## src/source/scan_pkg.sv

```systemverilog
package scan_pkg;

    // row and column index width, up to 32 by 32
    localparam int IDX_W = 5;

    // address is {row, col}
    localparam int ADDR_W = 2 * IDX_W;
    localparam int MEM_DEPTH = 1 << ADDR_W;

    // unsigned matrix element
    localparam int DATA_W = 16;

    // room for 32 full-scale elements
    localparam int SUM_W = DATA_W + IDX_W;

    // handshake sequencer states
    localparam int ST_W = 2;
    localparam logic [ST_W-1:0] ST_IDLE = 2'd0;
    localparam logic [ST_W-1:0] ST_SCAN = 2'd1;
    localparam logic [ST_W-1:0] ST_ACK = 2'd2;

endpackage

```

## src/source/agu.sv

```systemverilog
`timescale 1ns/10ps

module agu #(
    parameter int w = 5
) (
    input  logic         clk,
    input  logic         rst,
    input  logic [w-1:0] ini,
    input  logic [w-1:0] fin,
    input  logic         start,
    input  logic         en,
    output logic [w-1:0] data,
    output logic         last
);

    logic at_fin;

    assign at_fin = (data == fin);

    // final value consumed this cycle
    assign last = at_fin & en;

    always_ff @(posedge clk) begin
        if (rst) begin
            data <= '0;
        end else if (start) begin
            data <= ini;
        end else if (en) begin
            // wrap back so the next pass starts clean
            if (at_fin) begin
                data <= ini;
            end else begin
                data <= data + 1'b1;
            end
        end
    end

endmodule

```

## src/source/get_ctrl.sv

```systemverilog
`timescale 1ns/10ps

module get_ctrl (
    input  logic                        clk,
    input  logic                        rst,
    input  logic                        get_v,
    input  logic [scan_pkg::IDX_W-1:0]  addr_i,
    input  logic [scan_pkg::IDX_W-1:0]  addr_j,
    output logic                        exec,
    output logic                        update,
    output logic [scan_pkg::ADDR_W-1:0] rd_addr,
    output logic [scan_pkg::IDX_W-1:0]  row,
    output logic                        get_fin
);

    import scan_pkg::*;

    logic [IDX_W-1:0] i;
    logic [IDX_W-1:0] j;
    logic             row_last;
    logic             last_update;
    logic             fin_d1;
    logic             fin_d2;

    // column counter, one step per read
    agu #(
        .w(IDX_W)
    ) agu_get_j (
        .clk   (clk),
        .rst   (rst),
        .ini   ('0),
        .fin   (addr_j),
        .start (get_v),
        .en    (exec),
        .data  (j),
        .last  (update)
    );

    // row counter, steps at each row end
    agu #(
        .w(IDX_W)
    ) agu_get_i (
        .clk   (clk),
        .rst   (rst),
        .ini   ('0),
        .fin   (addr_i),
        .start (get_v),
        .en    (update),
        .data  (i),
        .last  (row_last)
    );

    // last column of the last row
    assign last_update = update & row_last;

    always_ff @(posedge clk) begin
        if (rst) begin
            exec <= 1'b0;
        end else if (get_v) begin
            exec <= 1'b1;
        end else if (last_update) begin
            exec <= 1'b0;
        end
    end

    // memory read then accumulator output stage
    always_ff @(posedge clk) begin
        if (rst) begin
            fin_d1 <= 1'b0;
            fin_d2 <= 1'b0;
            get_fin <= 1'b0;
        end else begin
            fin_d1 <= last_update;
            fin_d2 <= fin_d1;
            get_fin <= fin_d2;
        end
    end

    assign rd_addr = {i, j};
    assign row = i;

endmodule

```

## config.mk

```make
export PLATFORM = sky130hd
export DESIGN_NAME = get_ctrl
export DESIGN_NICKNAME = d
export VERILOG_FILES = /design/src/source/scan_pkg.sv /design/src/source/agu.sv /design/src/source/get_ctrl.sv
export SDC_FILE = /design/constraint.sdc
export NUM_CORES = 1
export LEC_CHECK = 0
export ABC_CLOCK_PERIOD_IN_PS = 4100
export BUFFER_PORTS_ARGS = -buffer_cell sky130_fd_sc_hd__buf_2
export CORE_MARGIN = 3
export CORE_UTILIZATION = 49
export DETAILED_ROUTE_END_ITERATION = 10
export GPL_ROUTABILITY_DRIVEN = 0
export PLACE_DENSITY = 0.79
export SYNTH_ARGS = -nofsm -noshare
export SYNTH_HDL_FRONTEND = slang
export SYNTH_SLANG_ARGS = --single-unit
```

## constraint.sdc

```tcl
create_clock -name clk -period 4.1 [get_ports clk]
set_clock_uncertainty 0.2 [all_clocks]
set_input_delay 0.82 -clock clk [delete_from_list [all_inputs] [get_ports clk]]
set_output_delay 0.82 -clock clk [all_outputs]
set_load 0.1 [all_outputs]
```

# Word level (Yosys, flattened, before mapping)

Cells that the tools add are included.

Reductions and logical operators: 2
Mux-type cells: 4
Bitwise operators: 3
Equal/unequal tests: 2
$add $sub $neg: 2

Operators with widths:

| cell                                                           | count |
|---|---|
| 5-bit by 1-bit adder with 5-bit output (second input constant) | 2 |
| 5-bit equality test                                            | 2 |
| 5-bit two-way mux                                              | 2 |
| 1-bit bitwise AND                                              | 3 |
| 1-bit two-way mux                                              | 2 |
| 2-bit nonzero test                                             | 1 |
| 2-bit OR reduction                                             | 1 |

Logic and storage cells: 19
Output and inout bits: 18
Bits in registers: 14

# Longest topological paths before layout

Depth after elaboration: 6
Gate-level depth with buffers: 6
Depth with buffers taken out: 6

# Cells and area by module

Synthesis repeated with hierarchy kept, for this count alone.

Cell total of the unflattened synthesis: 130
Area total of the unflattened synthesis: 1042.2 sq um

Modules (own cells, without submodules):

| module   | area an instance (sq um) | times used | sequential area each (sq um) | cells an instance |
|---|---|---|---|---|
| agu      | 441.7                    | 2          | 100.1                        | 57 |
| get_ctrl | 158.9                    | 1          | 80.1                         | 16 |

# Worst setup path before layout

Ideal clock, no wire load.

Kind: flip-flop to output port
Start: reg agu_get_j.data[1]
End: out update
Required time: 3.080 ns
Slack: 1.093 ns
Path buffers: 0
Cell stages (with the launch flop): 5
Arrival time: 1.987 ns
Cells stage by stage: dfxtp_1 -> xor2_1 -> nor4_4 -> nand3_4 -> clkinv_4

Word-level cells in the longest chain between the ends: 2

RTL lines:

| what                   | RTL line       | RTL |
|---|---|---|
| start, declared        | agu.sv:12      | `output logic [w-1:0] data,` |
| start signal, assigned | agu.sv:27      | `data <= ini;` |
| start signal, assigned | agu.sv:31      | `data <= ini;` |
| start signal, assigned | agu.sv:33      | `data <= data + 1'b1;` |
| 5-bit equality test    | agu.sv:18      | `assign at_fin = (data == fin);` |
| 1-bit bitwise AND      | agu.sv:21      | `assign last = at_fin & en;` |
| end, declared          | get_ctrl.sv:10 | `output logic update,` |

Every way passes these cells.

# Final worst setup path

Start: in addr_j[4] (netlist bit)
End: out update

Word-level cells in the longest chain between the ends: 2

RTL lines:

| what                | RTL line      | RTL |
|---|---|---|
| start, declared     | get_ctrl.sv:8 | `input logic [scan_pkg::IDX_W-1:0] addr_j,` |
| 5-bit equality test | agu.sv:18     |  |
| 1-bit bitwise AND   | agu.sv:21     |  |

Every way passes these cells.

==> out/results.tsv <==
stage	metric	value	unit
run_status	status	finished clean	
finish	nFillCells	125	
clocking	h-tree-depth	1	
floorplan	die_y	45.6	um
clocking	post_cts_resized	0	
setup_path	end_kind	output port	
drt	drc	0	
timing	holdWs	0.244	ns
synth	ys_warn_count	0	
setup_path	slowest_delay	0.44	ns
synth	async_reset_ff_frac	0	
synth	synth_cell_types	27	
floorplan	die-area	2080	um2
clocking	cts_setup_buffers	0	
setup_path	worst_ep_arrival_time	2.27	ns
synth	syn_inst	86	
setup_path	cp-start-kind	primary input	
pwr	pwr_density_cell	291	nW/um2
synth	synth_top_cell_area_share	0.365	
clocking	cts-root-buf	clkbuf_4	
finish	fin_util	0.671	
synth	ys_ff_latch	14	
drt	first_pass_iters	4	
grt	grt_pass1_wl	2560	um
timing	fmax	304	MHz
drt	viasPerCell	5.21	
finish	antennaDiodeCount	0	
setup_path	path_cells	buf_2, xor2_1, nor4_4, nand3_4, clkinv_4, buf_2	
setup_path	critPathMaxFanout	8	
drt	vias	667	
synth	syn_area	768	um2
timing	tightestPinTransition	0.488	ns
timing	relSlewSlack	0.677	
setup_path	critPathKind	in -> out	
place	place_ws	0.827	ns
timing	fin_ws	0.813	ns
floorplan	coreArea	1380	um2
clocking	cts_tree	yes	
place	dp_hpwl	1240	um
clocking	cts_buffers	3	
synth	syn-mean-instance-area	8.93	um2
timing	setup_viol	0	
finish	area_growth	20.7	%
grt	grt_usage	0.170	
timing	drv_slew	0	
drt	routed_wire_length_per_instance	12.2	um
clocking	clkTransAtPathRegs	0.08	ns
synth	synth-main-ff-cell	dfxtp_1	
setup_path	slowest_stage	nor4_4	
floorplan	initial_core_util	0.556	
grt	antenna_found_initial	0	
timing	period_minus_slack	3.29	ns
place	io_buffers	30	
floorplan	ios	31	
clocking	insertion_delay	0.27	ns
timing	rsz0062_at_grt	false	
timing	finalCritPeriodShare	0.802	
grt	gr-total-overflow	0	
setup_path	cp.required	3.08	ns
synth	ys_seq_area_frac	0.365	
timing	fin_tns_setup	0	ns
grt	grt_max_degree	11	
clocking	cts_sinks	14	
grt	grt_pass1_vias	642	
finish	final_layout_size_suffix_gt1_frac	0.354	
drt	drt-total-wl	1570	um
synth	synthTopCellsByCount	14 x dfxtp_1, 9 x nand3_1, 9 x xor2_1, 6 x a21oi_1, 6 x nand2_1	
pwr	vdd_drop_max	0.000222	V
pwr	p_leak	0.424	nW
worst_hold_path	hold_path_class	reg -> reg	
synth	syn_nets	101	
synth	synth.largest_area_cell	dfxtp_1	
floorplan	rows	13	
setup_path	critPathMostFrequentCell	buf_2	
drt	drtAntennaViolNets	0	
timing	final-hold-violation-count	0	
synth	synth.most_common_cell	dfxtp_1	
job	drv_cap	0	
floorplan	die_w	45.6	um
finish	final_nets	129	
drt	drt-initial-drc-count	11	
synth	synth.area.top_cells	dfxtp_1 36%, xor2_1 10%, nand3_1 5.9%, buf_4 4.9%, a21oi_1 3.9%	
clocking	cts_max_path_buffers	2	
clocking	postCtsHoldBufs	0	
synth	synth_edf_count	0	
[worst paths after layout]
path / start / cells after the start / to / slack, ns
min: fin_d2 / 1 / get_fin / 0.24
max: addr_j[4] / 6 / update / 0.81
max reg2reg: agu_get_j.data[1] / 6 / agu_get_i.data[2] / 2.24
min reg2reg: fin_d2 / 1 / get_fin / 0.24
[routing by layer]
layer	vias up	wire, um	share of wire	track usage
met5	-	0	0	0
met4	0	34	0.022	0.0994
met3	6	101	0.065	0.0356
met2	23	762	0.49	0.290
met1	286	667	0.43	0.191
li1	352	-	-	-
[worst max-delay path, delay by kind of cell]
kind / cells / cell delay, ns
simple gates: 2 / 0.63
xor+xnor: 1 / 0.17
buf+inv: 3 / 0.65
[where the power goes]
part | internal [mW] | switching (mW) | total (mW)
clock | 0.0539 | 0.0417 | 0.0956
sequential | 0.137 | 0.00310 | 0.140
combinational | 0.0110 | 0.0228 | 0.0338
total | 0.202 | 0.0675 | 0.270
[final cells by class]
type / count / area [um2] / area share
sequential: 14 / 280 / 0.302
clock buffer: 4 / 36.3 / 0.0391
timing repair buffer: 30 / 150 / 0.162
multi-input combinational: 62 / 425 / 0.459
tap: 15 / 18.8 / 0.0202
inverter: 3 / 16.3 / 0.0175
[cells by family after synthesis]
family,share of synthesized area
AOI/OAI and AO/OA,0.0928
xor gates and xnor gates,0.137
muxes,0.0130
DFF,0.365
buffers and inverters,0.0814
adders and majority gates,0.0326
and+or+nand+nor,0.279
[flip-flops by register name, summed over array words and instances (netlist names)]
signal	count
agu_get_j.data	5
fin_d1	1
fin_d2	1
get_fin	1
agu_get_i.data	5
exec	1
[cells in the final DEF, fill, tap and decap left out, drive strengths merged]
cell and instances:
buf 30, dfxtp 14, nand3 11, xor2 9, nand2 6, a21oi 6
nor3 4, nor2 4, clkbuf 4, xnor2 3, a31oi 3, nor2b 2
nand4 2, nand4b 2, inv 2, o21ai 2, ha 2, nor4 1
clkinv 1, or2 1, nand2b 1, mux2i 1, nand3b 1, o31ai 1
[metrics by stage]
| stage | std cells | power, mW | area (um2) |
|---|---|---|---|
| final | 128 | 0.270 | 927 |
| after global routing | 128 | 0.284 | 927 |
| after CTS | 128 | 0.273 | 927 |
| after detailed placement | 124 | 0.177 | 891 |
| after global placement | 124 | 0.176 | 891 |
| after floorplan | 86 | 0.167 | 768 |
Power figures use the tool's default switching activity.
