File: config.mk
export PLATFORM = sky130hd
export DESIGN_NAME = row_accum
export DESIGN_NICKNAME = d
export VERILOG_FILES = /design/src/source/scan_pkg.sv /design/src/source/row_accum.sv
export SDC_FILE = /design/constraint.sdc
export NUM_CORES = 1
export LEC_CHECK = 0
export ABC_CLOCK_PERIOD_IN_PS = 3900
export BUFFER_PORTS_ARGS = -buffer_cell sky130_fd_sc_hd__buf_2
export CAP_MARGIN = 20
export CORE_MARGIN = 4
export CORE_UTILIZATION = 55
export CTS_BUF_LIST = sky130_fd_sc_hd__clkbuf_16
export DETAILED_ROUTE_END_ITERATION = 6
export PLACE_DENSITY_LB_ADDON = 0.08
export SKIP_CTS_REPAIR_TIMING = 1
export SYNTH_ARGS = -nofsm -noshare
export SYNTH_HDL_FRONTEND = slang
export SYNTH_SLANG_ARGS = --single-unit
File: constraint.sdc
create_clock -name clk -period 3.9 [get_ports clk]
set_input_delay 0.78 -clock clk [delete_from_list [all_inputs] [get_ports clk]]
set_output_delay 0.78 -clock clk [all_outputs]
set_load 0.01 [all_outputs]
File: src/source/scan_pkg.sv
package scan_pkg;

    // row and column index width, up to 32 by 32
    localparam int IDX_W = 5;

    // address is {row, col}
    localparam int ADDR_W = 2 * IDX_W;
    localparam int MEM_DEPTH = 1 << ADDR_W;

    // unsigned matrix element
    localparam int DATA_W = 16;

    // room for 32 full-scale elements
    localparam int SUM_W = DATA_W + IDX_W;

    // handshake sequencer states
    localparam int ST_W = 2;
    localparam logic [ST_W-1:0] ST_IDLE = 2'd0;
    localparam logic [ST_W-1:0] ST_SCAN = 2'd1;
    localparam logic [ST_W-1:0] ST_ACK = 2'd2;

endpackage

File: src/source/row_accum.sv
`timescale 1ns/10ps

module row_accum (
    input  logic                       clk,
    input  logic                       rst,
    input  logic                       exec,
    input  logic                       update,
    input  logic [scan_pkg::IDX_W-1:0] row,
    input  logic [scan_pkg::DATA_W-1:0] rd_data,
    output logic [scan_pkg::SUM_W-1:0] row_sum,
    output logic [scan_pkg::IDX_W-1:0] row_idx,
    output logic                       row_valid
);

    import scan_pkg::*;

    logic             exec_d;
    logic             update_d;
    logic [IDX_W-1:0] row_d;
    logic [SUM_W-1:0] acc;
    logic [SUM_W-1:0] sum_next;

    // line up control with the memory read latency
    always_ff @(posedge clk) begin
        if (rst) begin
            exec_d <= 1'b0;
            update_d <= 1'b0;
        end else begin
            exec_d <= exec;
            update_d <= update;
        end
    end

    always_ff @(posedge clk) begin
        row_d <= row;
    end

    assign sum_next = acc + SUM_W'(rd_data);

    // running sum, cleared after the last column
    always_ff @(posedge clk) begin
        if (rst) begin
            acc <= '0;
        end else if (exec_d) begin
            acc <= update_d ? '0 : sum_next;
        end
    end

    always_ff @(posedge clk) begin
        if (rst) begin
            row_valid <= 1'b0;
        end else begin
            row_valid <= exec_d & update_d;
        end
    end

    // completed row
    always_ff @(posedge clk) begin
        if (exec_d & update_d) begin
            row_sum <= sum_next;
            row_idx <= row_d;
        end
    end

endmodule

== Word-level counts from Yosys, hierarchy flattened ==
Index checks and enable logic that the tools add are counted.
Widths: inputs -> output; s select.

* Register bits after elaboration: 55
* Input port bits: 25
* Output and inout bits: 27
* Word-level logic and storage cells: 10

* Add/sub/neg operators: 1
* Mux-type cells: 1
* Bitwise operators: 1

{| class="wikitable"
|+ Operators with widths
! cell !! number
|-
| $add 21x16->21 || 1
|-
| $mux 21 || 1
|-
| $and 1x1->1 || 1
|}

== Longest topological paths before layout ==
Gate-level depths: netlist of the first run.

* Depth in word-level cells: 2
* Depth in mapped cells: 9
* Gate-level depth less buffers: 9

== Least setup slack after synthesis of the first run ==
Ideal clock, no wire load.

* Path type: input to register
* Start: in rd_data[0] (netlist name)
* End: reg row_sum[14] (netlist name) (data pin)
* Library setup time: 0.255 ns
* Data arrival time: 2.359 ns
* Data required time: 3.645 ns
* Path slack: 1.286 ns
* Cell stages on the path: 9
* Path buffers: 0
* Cells stage by stage: ha_1 > inv_1 > fa_1 > nor2b_1 > o2111ai_1 > a21boi_1 > o2111a_1 > or3_1 > and2_1

* Cells in the longest elaborated chain, start to end: 1

{| class="wikitable"
|+ Ends and longest elaborated chain
! item !! line !! RTL
|-
| start, declared || row_accum.sv:9 || <nowiki>input logic [scan_pkg::DATA_W-1:0] rd_data,</nowiki>
|-
| $add 21x16->21 || row_accum.sv:38 || <nowiki>assign sum_next = acc + SUM_W'(rd_data);</nowiki>
|-
| net sum_next[14] || row_accum.sv:21 || <nowiki>logic [SUM_W-1:0] sum_next;</nowiki>
|-
| end signal, assigned || row_accum.sv:60 || <nowiki>row_sum <= sum_next;</nowiki>
|-
| end, declared || row_accum.sv:10 || <nowiki>output logic [scan_pkg::SUM_W-1:0] row_sum,</nowiki>
|}

The timed path passes the listed nets, and every way through them passes these cells.
A chain may end at the register's enable or synchronous reset.

== Worst setup path in the final report of the first run ==
* Start: in rd_data[0] (netlist name)
* End: reg row_sum[18] (netlist name) (data pin)

The elaborated chain is that of the path after synthesis.

==> impl_metrics.tcl, run 1 <==
set metrics [dict create \
    ios 52 \
    min_period_ns 2.677 \
    cts_buffers 5 \
    final-max-slew-violation-count 0 \
    hpwlAfterDp_microns 4111 \
    drive_gt1_share_pct 21.25 \
    cts_sinks 55 \
    slew_headroom_pct 44.08 \
    synth_top_family_by_area "compound AO/OA/AOI/OAI gates" \
    grt_pass1_wl_microns 9742 \
    worst-setup-path-type "in -> reg" \
    place_ws_ns 0.9525 \
    cp.arrival_ns 2.71 \
    die_area_sq_um 6378 \
    synthesis.nets 312 \
    drcViolationCount 0 \
    maxCapViolCount 0 \
    start_util_pct 58.58 \
    htree_levels 2 \
    via_per_inst 5.550 \
    final_common_cell "buf_2" \
    worstMarginPinSlew_ns 0.8377 \
    synth_compound_area_share_pct 19.96 \
    synth-seq-cells 55 \
    synthMuxAreaShare_pct 0.3524 \
    clockBufferDepth 2 \
    p_leak_nw 1.412 \
    crit_path_end_kind "flip-flop" \
    peakVddDrop_v 0.0002575 \
    final_cell_mix "buf_2 (51), dfxtp_1 (29), edfxtp_1 (26), a21oi_1 (25), nor2_1 (17)" \
    synth_ff_type "dfxtp_1" \
    ant_nets 0 \
    fp.coreArea_sq_um 4848 \
    synth_xor_area_share_pct 4.009 \
    synthCells 270 \
    nFillCells 377 \
    syn_area_sq_um 2840 \
    grt_usage_pct 19.35 \
    hold_viol_final 0 \
    powerDensity_nw_per_um2 390.4 \
    row_count 25 \
    gp_congestion 0.8132 \
    port_buffers 51 \
    cts_tree "done" \
    fin_setup_tns_ns 0 \
    die_x_microns 79.86 \
    synth-simple-area-share_pct 17.40 \
    nNetsFinal 361 \
    multi_input_area_sq_um 1405 \
    fp.dieH_microns 79.86 \
    status "finished clean" \
    ctsRootBufferMaster "clkbuf_16" \
    rsz0062_at_grt "no" \
    wl_microns 5609 \
    clk_pin_slew_worst_paths_ns 0.07 \
    antenna_found_initial 0 \
    yosys.area_share.adder_pct 7.753 \
    synthDistinctLibCells 50 \
    setup-violations-final 0 \
    fin_crit_sh_pct 68.64 \
    firstDrtPassIters 4 \
    grt_pass1_vias 2112 \
    clk_latency_ns 0.29 \
    diodes 0 \
    grt-ovfl-total 0 \
    hp-class "reg -> reg" \
    ys_warn_count 0 \
    max_freq_mhz 373.6 \
    path_max_fanout 4 \
    area_delta_synth_final_pct 16.17 \
    post_drt_wl_per_cell_microns 14.49 \
    startpoint_type "input pin" \
    avgSynthCellArea_sq_um 10.52 \
    yosysSeqAreaShare_pct 47.93 \
    async_flop_share_pct 0 \
    skew_ns 0.007097 \
    cp.required_ns 3.93 \
    seqCellArea_sq_um 1361 \
    num_vias 2148 \
    synth_edf_count 26 \
    drt_iter0_markers 113 \
    grt_start_max_net_pins 29 \
    fin_ws_ns 1.223 \
]
## synthesized netlist by cell type (all sizes together) (3+ instances only)
master   number  share of area [%]
or3           4               0.88
a211o         3               0.93
nor2         17                2.2
nor3          8                1.4
ha           16                7.0
clkbuf        6               0.79
a21o         10                2.6
a32o          3                1.1
nand2b       10                2.2
nand2        10                1.3
o221ai        4                1.2
o21a          4                1.1
a21oi        25                4.4
and2          6                1.4
xnor2         8                2.5
buf           4               0.62
nand3b        5                1.3
xor2          5                1.5
edfxtp       26                 27
dfxtp        29                 20
and3          3               0.66
or3b          3               0.93
nand3         8                1.4
inv           9                1.2
o21ai         9                1.6
o2111ai       4                1.9
nor2b        13                2.9
## per-layer routing
metal | part of all wire [%] | up-vias | routed length (microns) | global-route usage (%)
li1 | - | 1105 | - | -
met1 | 46 | 988 | 2585 | 26.57
met2 | 48 | 53 | 2705 | 31.72
met3 | 5.2 | 2 | 289 | 3.386
met4 | 0.50 | 0 | 28 | 4.730
met5 | 0 | - | 0 | 0
## kinds of logic (layout without fill, tap and decap cells)
| group | Yosys count | after routing |
|---|---|---|
| AO/OA/AOI/OAI | 75 | 75 |
| multiplexers | 1 | 1 |
| buffers and inverters | 19 | 69 |
| flip-flops | 55 | 55 |
| adder cells (fa/ha/maj) | 17 | 17 |
| XOR/XNOR | 13 | 13 |
| AND/OR/NAND/NOR | 90 | 90 |
## flip-flops by register name (all words and copies together), names as in the netlist
register	cells
acc	21
row_sum	21
row_d	5
row_idx	5
exec_d	1
row_valid	1
update_d	1
## cell type report
class	instances	area share (%)
Tap cell	67	2.541
Multi-Input combinational cell	196	42.59
Clock inverter	3	0.8343
Clock buffer	5	3.792
Sequential cell	55	41.26
Timing Repair Buffer	52	7.964
Inverter	9	1.024
## where the power goes
part	switching (mW)	internal (mW)	total, mW
Sequential	0.0155	0.634	0.649
Combinational	0.106	0.0825	0.188
Clock	0.206	0.245	0.450
Total	0.327	0.961	1.29
## path summary, 6_finish.rpt
kind              start     endpoint  cells past startpoint  slack [ns]
min            row_d[3]   row_idx[3]                      0        0.41
min reg2reg    row_d[3]   row_idx[3]                      0        0.41
max          rd_data[0]  row_sum[18]                     10        1.22
max reg2reg      acc[0]  row_sum[18]                      9        1.46
## worst max-delay path, cell delays in order
cell	delay, ns
buf_2	0.08
ha_1	0.17
inv_1	0.06
fa_1	0.39
nor2b_1	0.18
o2111ai_1	0.18
a21oi_1	0.34
o311ai_2	0.17
a21oi_1	0.25
xor2_1	0.09
## per-stage QoR
step / cells / hold WS [ns] / total power [mW] / instance area, sq um / utilization [%]
6_report: 387 / 0.4120 / 1.288 / 3299 / 68.05
5_1_grt: 387 / 0.4194 / 1.356 / 3299 / 68.05
4_1_cts: 387 / 0.4144 / 1.300 / 3299 / 68.05
3_5_place_dp: 379 / 0.3966 / 0.8501 / 3147 / 64.90
3_3_place_gp: 379 / 0.3871 / 0.8473 / 3147 / 64.90
2_1_floorplan: 270 / 0.3855 / 0.8001 / 2840 / -
Note: power is estimated with default switching activity, not from simulation.
==> inputs of run 2 (changes only) <==
- ABC_CLOCK_PERIOD_IN_PS: 3900 -> 2250
- CORE_UTILIZATION: 55 -> 50
- clock period: 3.9 -> 2.25 ns (I/O delays scaled with it)
==> impl_metrics.tcl, run 2 (synthesized netlist as in run 1, its figures left out) <==
set metrics [dict create \
    status "finished clean" \
    startpoint_type "flip-flop" \
    gp_congestion 0.8261 \
    path_max_fanout 3 \
    cp_slowest_stage_delay_ns 0.34 \
    hold_slack_ns 0.2529 \
    grt_start_max_net_pins 22 \
    hp-class "in -> reg" \
    cts_sinks 55 \
    antenna_found_initial 0 \
    die_x_microns 83.37 \
    firstDrtPassIters 4 \
    cts_buffers 5 \
    setup-violations-final 0 \
    area_delta_synth_final_pct 27.22 \
    worstMarginPinSlew_ns 0.4291 \
    clockBufferDepth 2 \
    htree_levels 2 \
    maxCapViolCount 0 \
    fin_total_pwr_mw 2.288 \
    hold_depth 1 \
    diodes 0 \
    reg2reg_from "acc[0]" \
    final_common_cell "buf_2" \
    crit_slowest_cell "dfxtp_2" \
    final_cell_count_no_fill 421 \
    row_count 27 \
    r2r_slack_ns 0.05 \
    clk_latency_ns 0.29 \
    fin_setup_tns_ns 0 \
    worst-setup-path-type "reg -> reg" \
    nNetsFinal 390 \
    final-max-slew-violation-count 0 \
    powerDensity_nw_per_um2 633.2 \
    start_util_pct 51.58 \
    drive_gt1_share_pct 30.95 \
    grt_pass1_wl_microns 10510 \
    skew_ns 0.005779 \
    clk_pin_slew_worst_paths_ns 0.07 \
    num_vias 2243 \
    place_inst 413 \
    r2r_cells 9 \
    hpwlAfterDp_microns 4629 \
    post_drt_wl_per_cell_microns 14.67 \
    p_leak_nw 1.561 \
    ios 52 \
    slew_headroom_pct 71.35 \
    cts_tree "done" \
    rsz0062_at_grt "yes" \
    via_per_inst 5.328 \
    grt_pass1_vias 2225 \
    drt_iter0_markers 184 \
    die_area_sq_um 6951 \
    fin_crit_sh_pct 97.58 \
    crit_path_end_kind "flip-flop" \
    peakVddDrop_v 0.0003803 \
    min_period_ns 2.195 \
    ctsRootBufferMaster "clkbuf_16" \
    port_buffers 51 \
    min_to "row_d[0]" \
    crit_path_cell_trace "ha_4, inv_2, fa_2, nor2b_4, o2111ai_4, a21boi_2, o2111a_1, or3_1, and2_1" \
    ant_nets 0 \
    hp-start "row[0]" \
    drcViolationCount 0 \
    final_cell_mix "buf_2 (51), buf_4 (30), dfxtp_1 (28), edfxtp_1 (26), a21oi_1 (23)" \
    r2r-end "row_sum[14]" \
    reg.largest.list "acc: 21 flops, row_sum: 21 flops" \
    hold_viol_final 0 \
    cp.required_ns 2.30 \
    fp.coreArea_sq_um 5507 \
    grt-ovfl-total 0 \
    grt_usage_pct 18.47 \
    cp.arrival_ns 2.24 \
    max_freq_mhz 455.5 \
    wl_microns 6176 \
    fp.dieH_microns 83.37 \
]
## run 2: cell count changes in the layout (fill, tap and decap cells not counted), sizes merged
cell and delta:
buf +29, inv -1, clkinvlp -1, clkinv +2
## run 2: worst max path at each step
stage	from	endpoint	slack, ns
final	acc[0]	row_sum[14]	0.05
after global routing	acc[2]	row_sum[15]	-0.05
after CTS	acc[0]	row_sum[18]	-0.13
after detailed placement	rd_data[0]	row_sum[18]	-0.30
after global placement	rd_data[0]	row_sum[14]	-0.19
after floorplan	rd_data[0]	row_sum[14]	-0.02
## run 2: final cells by class
| class | instances | area [sq um] |
|---|---|---|
| clock buffers | 5 | 125.1 |
| flip-flops and latches | 55 | 1363 |
| clock inverters | 3 | 22.52 |
| inverters | 9 | 33.78 |
| fillers | 451 | 1893 |
| well taps | 72 | 90.09 |
| repair buffers | 81 | 480.5 |
| multi-input cells | 196 | 1499 |
## run 2: report_power, final
group / switching, mW / internal, mW / leakage [nW]
Clock: 0.350 / 0.417 / 0.0742
Sequential: 0.0250 / 1.10 / 0.476
Combinational: 0.208 / 0.189 / 1.01
Total: 0.584 / 1.70 / 1.56
## run 2: metal layers
metal | vias to the layer above | GRT usage [%] | share of wire, %
met5 | - | 0 | 0
met4 | 0 | 4.160 | 0.99
met3 | 5 | 4.563 | 5.1
met2 | 53 | 30.61 | 47
met1 | 1027 | 24.37 | 47
li1 | 1158 | - | -
## run 2: metrics by stage
step	setup slack (ns)	instance area, sq um	util, %
after global placement	-0.1928	3393	61.62
after global routing	-0.05219	3613	65.62
after CTS	-0.1268	3541	64.30
after floorplan	-0.01571	2863	-
final	0.05453	3613	65.62
after detailed placement	-0.2962	3393	61.62
## run 2: critical path, delay by kind of cell, from the launching register on
kind | cells | cell delay (ns)
compound gates | 3 | 0.62
simple gates | 3 | 0.55
fa+ha+maj | 2 | 0.39
flops | 1 | 0.34
buf+inv | 1 | 0.06
