### src/source/scan_pkg.sv
package scan_pkg;

    // row and column index width, up to 32 by 32
    localparam int IDX_W = 5;

    // address is {row, col}
    localparam int ADDR_W = 2 * IDX_W;
    localparam int MEM_DEPTH = 1 << ADDR_W;

    // unsigned matrix element
    localparam int DATA_W = 16;

    // room for 32 full-scale elements
    localparam int SUM_W = DATA_W + IDX_W;

    // handshake sequencer states
    localparam int ST_W = 2;
    localparam logic [ST_W-1:0] ST_IDLE = 2'd0;
    localparam logic [ST_W-1:0] ST_SCAN = 2'd1;
    localparam logic [ST_W-1:0] ST_ACK = 2'd2;

endpackage

### src/source/host_handshake.sv
`timescale 1ns/10ps

module host_handshake (
    input  logic                       clk,
    input  logic                       rst,
    input  logic                       req,
    input  logic [scan_pkg::IDX_W-1:0] last_row,
    input  logic [scan_pkg::IDX_W-1:0] last_col,
    input  logic                       get_fin,
    output logic                       ack,
    output logic                       busy,
    output logic                       get_v,
    output logic [scan_pkg::IDX_W-1:0] addr_i,
    output logic [scan_pkg::IDX_W-1:0] addr_j
);

    import scan_pkg::*;

    logic [ST_W-1:0] state;

    always_ff @(posedge clk) begin
        if (rst) begin
            state <= ST_IDLE;
            ack <= 1'b0;
            busy <= 1'b0;
            get_v <= 1'b0;
        end else begin
            get_v <= 1'b0;
            case (state)
                ST_IDLE: begin
                    // new command
                    if (req) begin
                        state <= ST_SCAN;
                        busy <= 1'b1;
                        get_v <= 1'b1;
                    end
                end
                ST_SCAN: begin
                    if (get_fin) begin
                        state <= ST_ACK;
                        ack <= 1'b1;
                    end
                end
                ST_ACK: begin
                    // hold ack until the host lets go
                    if (!req) begin
                        state <= ST_IDLE;
                        ack <= 1'b0;
                        busy <= 1'b0;
                    end
                end
                default: begin
                    state <= ST_IDLE;
                end
            endcase
        end
    end

    // size captured on acceptance
    always_ff @(posedge clk) begin
        if (state == ST_IDLE && req) begin
            addr_i <= last_row;
            addr_j <= last_col;
        end
    end

endmodule

### config.mk
export PLATFORM = sky130hd
export DESIGN_NAME = host_handshake
export DESIGN_NICKNAME = d
export VERILOG_FILES = /design/src/source/scan_pkg.sv /design/src/source/host_handshake.sv
export SDC_FILE = /design/constraint.sdc
export NUM_CORES = 1
export LEC_CHECK = 0
export BUFFER_PORTS_ARGS = -buffer_cell sky130_fd_sc_hd__buf_2
export CAP_MARGIN = 20
export CORE_AREA = 5 5 42 44
export DETAILED_ROUTE_END_ITERATION = 12
export DIE_AREA = 0 0 47 49
export PLACE_DENSITY = 0.73
export SETUP_SLACK_MARGIN = 0.15
export SYNTH_ARGS = -nofsm -noshare
export SYNTH_HDL_FRONTEND = slang
export SYNTH_SLANG_ARGS = --single-unit
### constraint.sdc
create_clock -name clk -period 2 [get_ports clk]
set_input_delay 0.2 -clock clk [delete_from_list [all_inputs] [get_ports clk]]
set_output_delay 0.2 -clock clk [all_outputs]
set_load 0.02 [all_outputs]
* Yosys cells after proc, flatten, opt, wreduce, memory -nomap -nowiden
Index checks and enable logic that the tools add are counted.
Word-level totals: bits in registers 15, input port bits 14, output and inout port bits 13
Cells by class: muxes and demuxes 10, reduce and logical (&&, ||, !) cells 8, bitwise operators 1, equality and inequality tests 5
Operators by type and width (number):
- 3-bit AND reduction | 3
- 2-bit 2-to-1 mux | 3
- 2-bit != test, second input constant | 3
- 2-bit one-hot mux with 3 select lines | 1
- 1-bit 2-to-1 mux | 4
- 1-bit one-hot mux with 2 select lines | 2
- 2-bit nonzero test | 2
- 2-bit by 1-bit == test with 1-bit output, second input constant | 1
- 2-bit == test, second input constant | 1
- 2-bit zero test | 1
- 2-bit OR reduction | 1
- 1-bit logical AND | 1
- 1-bit NOT | 1

* Depth between registers and ports, before layout
Gate-level depths: netlist (run 1).
depth after elaboration 3, mapped depth 3, gate-level depth less buffers 3

* Worst setup path before layout (run 1)
Ideal clock, no wire load.
kind register to register, from register state[0], to register addr_i[0] (netlist bit) (enable), period minus slack after synthesis 1.339 ns, stages on the path, launching flop included 3, arrival 0.962 ns, required time 1.624 ns, slack 0.661 ns, path through dfxtp_1 > nand2b_1 > nor2_1
On the way: cells in the longest elaborated chain, start to end 2
Ends and longest elaborated chain:
- from (decl) | RTL line host_handshake.sv:19 | logic [ST_W-1:0] state;
- from (signal assigned) | RTL line host_handshake.sv:23 | state <= ST_IDLE;
- from (signal assigned) | RTL line host_handshake.sv:33 | state <= ST_SCAN;
- from (signal assigned) | RTL line host_handshake.sv:40 | state <= ST_ACK;
- 2-bit zero test | RTL line host_handshake.sv:61 | if (state == ST_IDLE && req) begin
- 1-bit logical AND | RTL line host_handshake.sv:61
- to (signal assigned) | RTL line host_handshake.sv:62 | addr_i <= last_row;
- to (decl) | RTL line host_handshake.sv:13 | output logic [scan_pkg::IDX_W-1:0] addr_i,
Every way passes these cells. A chain may end at the register's enable or synchronous reset.

* Final worst setup path (run 1)
from register state[0], to register addr_j[2] (netlist bit) (enable)
On the way: cells in the longest elaborated chain, start to end 2
Ends and longest elaborated chain:
- 2-bit zero test | RTL line host_handshake.sv:61
- 1-bit logical AND | RTL line host_handshake.sv:61
- to (signal assigned) | RTL line host_handshake.sv:63 | addr_j <= last_col;
- to (decl) | RTL line host_handshake.sv:14 | output logic [scan_pkg::IDX_W-1:0] addr_j
Every way passes these cells.

==> results of run 1 <==
## layout make-up
cell class                      instances  area [sq um]  area share
Clock inverter                          1          5.00     0.00734
Clock buffer                            3          22.5      0.0330
Timing Repair Buffer                   27           138       0.202
Sequential cell                        15           400       0.587
Tap cell                               16          20.0      0.0294
Multi-Input combinational cell         16          92.6       0.136
Inverter                                1          3.75     0.00550
## cell usage in the layout (no fill, tap or decap), drive strengths merged
master	n
buf	27
edfxtp	10
dfxtp	5
a21oi	4
clkbuf	3
nor2	2
nor3	2
o21ai	2
nand2b	1
inv	1
nor2b	1
o21a	1
o21bai	1
nand2	1
nand3b	1
clkinv	1
## kinds of logic after synthesis
family,share of synthesized area
DFF,0.806
and+or+nand+nor,0.0882
AOI/OAI and AO/OA,0.0982
buffers and inverters,0.00755
## stage by stage
| stage | setup slack (ps) | util |
|---|---|---|
| finish | 866 | 0.487 |
| global route | 797 | 0.487 |
| CTS | 861 | 0.487 |
| detailed placement | 884 | 0.467 |
| global placement | 913 | 0.467 |
| floorplan | 661 | - |
## how the worst min path moves through the flow
stage / startpoint / end / cells past startpoint
after floorplan: rst / busy / 1
after global placement: last_row[1] / addr_i[1] / 1
after detailed placement: last_row[4] / addr_i[4] / 1
after CTS: last_row[4] / addr_i[4] / 1
after global routing: last_row[2] / addr_i[2] / 1
final: last_row[4] / addr_i[4] / 1
## cells in the mapped netlist (all sizes together)
cell type	instances
a21oi	4
dfxtp	5
edfxtp	10
inv	1
nand2	1
nand2b	1
nand3b	1
nor2	2
nor2b	1
nor3	2
o21a	1
o21ai	2
o21bai	1
## state kept, by name, indices dropped and copies added (netlist names)
signal,flops
ack,1
get_v,1
busy,1
state,2
addr_j,5
addr_i,5
## critical path: cells and delay by family (launching register included)
kind                   cells  cell delay (ps)
AND/OR/NAND/NOR            2              260
buffers and inverters      1              180
flip-flops                 1              390
## layer usage
layer | routed length, um | share of wire | GRT usage | up-vias
li1 | - | - | - | 178
met5 | 0 | 0 | 0 | -
met4 | 0 | 0 | 0.0553 | 0
met2 | 498 | 0.53 | 0.138 | 19
met3 | 119 | 0.13 | 0.0221 | 0
met1 | 314 | 0.34 | 0.0949 | 166
## power groups by stage
stage          Clock (mW)  Sequential, mW  Combinational (mW)
3_3_place_gp            0           0.373              0.0851
3_5_place_dp            0           0.374              0.0864
5_1_grt             0.187           0.369              0.0932
2_1_floorplan           0           0.399              0.0217
6_report            0.164           0.366              0.0851
4_1_cts             0.173           0.367              0.0865
==> flow_summary.json, run 1 <==
{
  "status": "finished clean",
  "min_path_type": "primary input to flop",
  "vias": 363,
  "finalSetupViolations": 0,
  "p_per_area_nw_per_um2": 903,
  "power_mw": 0.616,
  "cts_tree": "yes",
  "timing.rr.start": "state[0]",
  "grt_max_degree": 11,
  "crit_type": "flop to flop",
  "leakagePower_nw": 0.297,
  "layout-drive-gt1-share": 0.524,
  "cts_buffers": 3,
  "hold_buffers": 0,
  "synthDistinctLibCells": 14,
  "die_w_um": 47,
  "cts_resized": 0,
  "fin_hold_ws_ps": 92.9,
  "worstPathCellList": "nand2b_1, nor2_1, buf_4",
  "stdcell_count": 79,
  "clockPowerShare": 0.267,
  "max_slew_margin": 0.839,
  "rsz0062_at_grt": "no",
  "clk_pin_slew_ps": 90,
  "cts_setup_buffers": 0,
  "max_freq_mhz": 882,
  "postLayoutCellArea_sq_um": 682,
  "drt_iter0_drc": 3,
  "maxSlewViolCount": 0,
  "clk_root_buffer_cell": "clkbuf_4",
  "crit_required_ps": 1980,
  "hold_viol": 0,
  "slowest_stage": "dfxtp_1",
  "maxCapViolations": 0,
  "worstPathArrival_ps": 1120,
  "rrSetupSlack_ps": 870,
  "crit_fanout": 10,
  "port_buffers": 26,
  "rows": 14,
  "synth_area_sq_um": 497,
  "start_util": 0.354,
  "die_y_um": 49,
  "reg2regPathDepth": 3,
  "first_pass_iters": 4,
  "clock_latency_ps": 280,
  "fin_nets": 78,
  "synthesis.nets": 46,
  "crit_end": "addr_j[2]",
  "synthCells": 32,
  "slowest_delay_ps": 390,
  "remaining_drc_errors": 0,
  "antenna_found_initial": 0,
  "ir_drop_v": 0.000414,
  "placed_cells": 75,
  "period_needed_ps": 1130,
  "diodes": 0,
  "avgSynthCellArea_sq_um": 15.5,
  "min_period_over_period": 0.567,
  "wire_per_inst_um": 11.8,
  "grt_pass1_vias": 349,
  "place_congestion": 0.653,
  "design.core.area_sq_um": 1400,
  "crit_path_start": "state[0]",
  "cts_sinks": 15,
  "cts_max_level": 1,
  "pwr-share-comb": 0.138,
  "seq_power_share": 0.595,
  "n_fill_cell": 139,
  "post_drt_via_cell_ratio": 4.59,
  "power.internal_mw": 0.464,
  "yosysTopAreaCellShare": 0.605,
  "p_switching_mw": 0.152,
  "tightest_slew_ps": 242,
  "p_sw_frac": 0.246,
  "ys_seq_area_frac": 0.806,
  "grt_pass1_wl_mm": 1.41,
  "yosysWarnings": 0,
  "fin_worst_skew_ps": 10.0,
  "syn_to_final_growth_pct": 37.3,
  "r2r_end": "addr_j[2]",
  "critPathLaunchType": "flop",
  "setup_tns_ps": 0,
  "overflow": 0,
  "die-area_sq_um": 2300,
  "ant_nets": 0,
  "grtUsageTotal": 0.0859,
  "clk_path_buf_depth": 2,
  "hpwl_um": 745,
  "drt-total-wl_um": 933,
  "synth.area.top_cells": "edfxtp_1, dfxtp_1, a21oi_1",
  "end_kind": "flop",
  "placed_cell_area_sq_um": 654,
  "synth-seq-cells": 15,
  "synth_top_cell_by_area": "edfxtp_1",
  "ios": 27
}
Note: power is estimated with default switching activity, not from simulation.
==> run 2, diff against run 1 <==
--- a/config.mk
+++ b/config.mk
@@ -5,12 +5,13 @@
 export SDC_FILE = /design/constraint.sdc
 export NUM_CORES = 1
 export LEC_CHECK = 0
+export ABC_AREA = 1
 export BUFFER_PORTS_ARGS = -buffer_cell sky130_fd_sc_hd__buf_2
 export CAP_MARGIN = 20
-export CORE_AREA = 5 5 42 44
+export CORE_MARGIN = 5
+export CORE_UTILIZATION = 36
 export DETAILED_ROUTE_END_ITERATION = 12
-export DIE_AREA = 0 0 47 49
-export PLACE_DENSITY = 0.73
+export PLACE_DENSITY = 0.74
 export SETUP_SLACK_MARGIN = 0.15
 export SYNTH_ARGS = -nofsm -noshare
 export SYNTH_HDL_FRONTEND = slang
==> constraint.sdc (replaced) <==
create_clock -name clk -period 1.02 [get_ports clk]
set_input_delay 0.102 -clock clk [delete_from_list [all_inputs] [get_ports clk]]
set_output_delay 0.102 -clock clk [all_outputs]
set_load 0.02 [all_outputs]
==> run 2 against run 1 <==
Die area fell by 5.2%; sequential power is 99% higher; clock skew is 4.8 ps lower; hold slack worse by 84 ps; register-to-register slack got worse by 840 ps; power grew 120%; cell area grew 35%; global-route usage increased by 2.0 points; largest power group unchanged.
==> flow_summary.json, run 2 <==
{
  "rsz0062_at_grt": "yes",
  "ios": 27,
  "r2r_end": "addr_i[3]",
  "slowest_delay_ps": 350,
  "async_flop_share": 0,
  "diodes": 0,
  "reg2regPathDepth": 2,
  "cts_max_level": 1,
  "remaining_drc_errors": 0,
  "crit_end": "addr_i[3]",
  "antenna_found_initial": 0,
  "crit_path_start": "state[1]",
  "maxCapViolations": 0,
  "first_pass_iters": 4,
  "hold_viol": 0,
  "placed_cell_area_sq_um": 677,
  "cts_buffers": 3,
  "cts_tree": "yes",
  "port_buffers": 26,
  "crit_required_ps": 1020,
  "max_freq_mhz": 1010,
  "power_mw": 1.34,
  "fin_worst_skew_ps": 5.19,
  "worstPathCellList": "nor3_4, buf_12",
  "synth_top_cell_by_area": "edfxtp_1",
  "worstPathArrival_ps": 990,
  "rrSetupSlack_ps": 30,
  "clk_path_buf_depth": 2,
  "grtUsageTotal": 0.106,
  "synth-seq-cells": 15,
  "synthDistinctLibCells": 10,
  "max_slew_margin": 0.868,
  "biggestRegsByFlops": "addr_i: 5 flops, addr_j: 5 flops, state: 2 flops",
  "synthesis.nets": 47,
  "grt_pass1_vias": 379,
  "ys.flop_type": "edfxtp_1",
  "crit_fanout": 10,
  "end_kind": "flop",
  "synth_area_sq_um": 485,
  "ys_seq_area_frac": 0.825,
  "period_needed_ps": 994,
  "clk_pin_slew_ps": 90,
  "synthTopCellsByCount": "edfxtp_1, dfxtp_1, nand2_1",
  "synth.most_common_cell": "edfxtp_1",
  "crit_type": "flop to flop",
  "rows": 13,
  "postLayoutCellArea_sq_um": 921,
  "avgSynthCellArea_sq_um": 14.7,
  "holdCritStartpoint": "rst",
  "p_per_area_nw_per_um2": 1450,
  "clk_root_buffer_cell": "clkbuf_4",
  "critPathLaunchType": "flop",
  "final_util": 0.717,
  "synthCells": 33,
  "ant_nets": 0,
  "wire_per_inst_um": 12.8,
  "die-area_sq_um": 2180,
  "min_path_type": "primary input to flop",
  "drt_iter0_drc": 8,
  "drt-total-wl_mm": 1.18,
  "clock_latency_ps": 280,
  "synth.area.top_cells": "edfxtp_1, dfxtp_1, nand2_1",
  "die_w_um": 46.7,
  "hpwl_um": 704,
  "place_congestion": 0.700,
  "synth_edf_count": 10,
  "layout-drive-gt1-share": 0.610,
  "final_cell_mix": "buf_2, buf_6, edfxtp_1, dlygate4sd3_1, dfxtp_2",
  "cts_sinks": 15,
  "timing.rr.start": "state[1]",
  "fin_nets": 92,
  "ir_drop_v": 0.000838,
  "syn_to_final_growth_pct": 89.7,
  "vias": 416,
  "grt_pass1_wl_mm": 1.55,
  "die_y_um": 46.7,
  "finalSetupViolations": 0,
  "min_period_over_period": 0.975,
  "maxSlewViolCount": 0,
  "post_drt_via_cell_ratio": 4.52,
  "yosysWarnings": 0,
  "tightest_slew_ps": 197,
  "status": "finished clean",
  "design.core.area_sq_um": 1280,
  "leakagePower_nw": 0.408,
  "start_util": 0.378,
  "grt_max_degree": 11,
  "overflow": 0,
  "slowest_stage": "dfxtp_2",
  "yosysTopAreaCellShare": 0.619
}
-- run 2: cell count changes after synthesis, sizes merged --
cell    change
nor3        -1
nand3       +3
o21ai       -2
a21oi       -2
o21a        -1
nor2b       -1
nand2b      -1
inv         +3
o21bai      -1
nand2       +5
nand3b      -1
-- run 2: final cells by class --
| class | count | area (sq um) |
|---|---|---|
| Clock buffer | 3 | 22.5 |
| Clock inverter | 1 | 5.00 |
| Fill cell | 90 | 364 |
| Inverter | 4 | 15.0 |
| Multi-Input combinational cell | 14 | 100 |
| Sequential cell | 15 | 405 |
| Tap cell | 15 | 18.8 |
| Timing Repair Buffer | 40 | 354 |
-- run 2: worst min-delay path by stage --
stage / endpoint / slack, ps / cells after the start
after floorplan: ack / 170 / 1
after global placement: addr_i[3] / 280 / 1
after detailed placement: addr_j[0] / 280 / 1
after CTS: addr_i[1] / 3 / 1
after global routing: ack / 10 / 2
final: ack / 9 / 2
-- run 2: through the flow --
stage,worst slack (ps),hold WS (ps),instances,setup TNS [ps]
2_1_floorplan,-29.7,171,33,-297
3_3_place_gp,55.0,280,77,0
3_5_place_dp,45.4,280,77,0
4_1_cts,33.0,2.93,91,0
5_1_grt,-20.4,12.0,92,-181
6_report,25.9,8.76,92,0
-- run 2: logic make-up after synthesis --
| family | Yosys count | share of synthesized area |
|---|---|---|
| flip-flops | 15 | 0.825 |
| AND/OR/NAND/NOR | 12 | 0.124 |
| buffers and inverters | 4 | 0.0309 |
| AO/OA/AOI/OAI | 2 | 0.0206 |
-- run 2: what timing repair did --
item                       4_1_cts  5_1_grt
hold buffers                     9        1
buffers inserted                 1        0
setup endpoints to repair       24       28
hold endpoints to repair         9        1
gates resized for setup          7       30
pin swaps                        0        5
-- run 2: power by group --
part	switching, mW	total [mW]	leakage (nW)	internal [mW]
Combinational	0.126	0.282	0.252	0.156
Clock	0.182	0.327	0.0177	0.145
Sequential	0.0247	0.728	0.138	0.703
Total	0.333	1.34	0.408	1.00
-- run 2: critical path, delay by kind of cell, from the launching register on --
family                 cells  cell delay, ps
flip-flops                 1             350
buffers and inverters      1             160
AND/OR/NAND/NOR            1             210
-- run 2: routing by layer --
layer | wire length [um] | vias to the layer above | global-route usage
li1 | - | 200 | -
met1 | 425 | 195 | 0.120
met2 | 622 | 19 | 0.176
met3 | 128 | 2 | 0.0391
met4 | 5 | 0 | 0.0497
met5 | 0 | - | 0
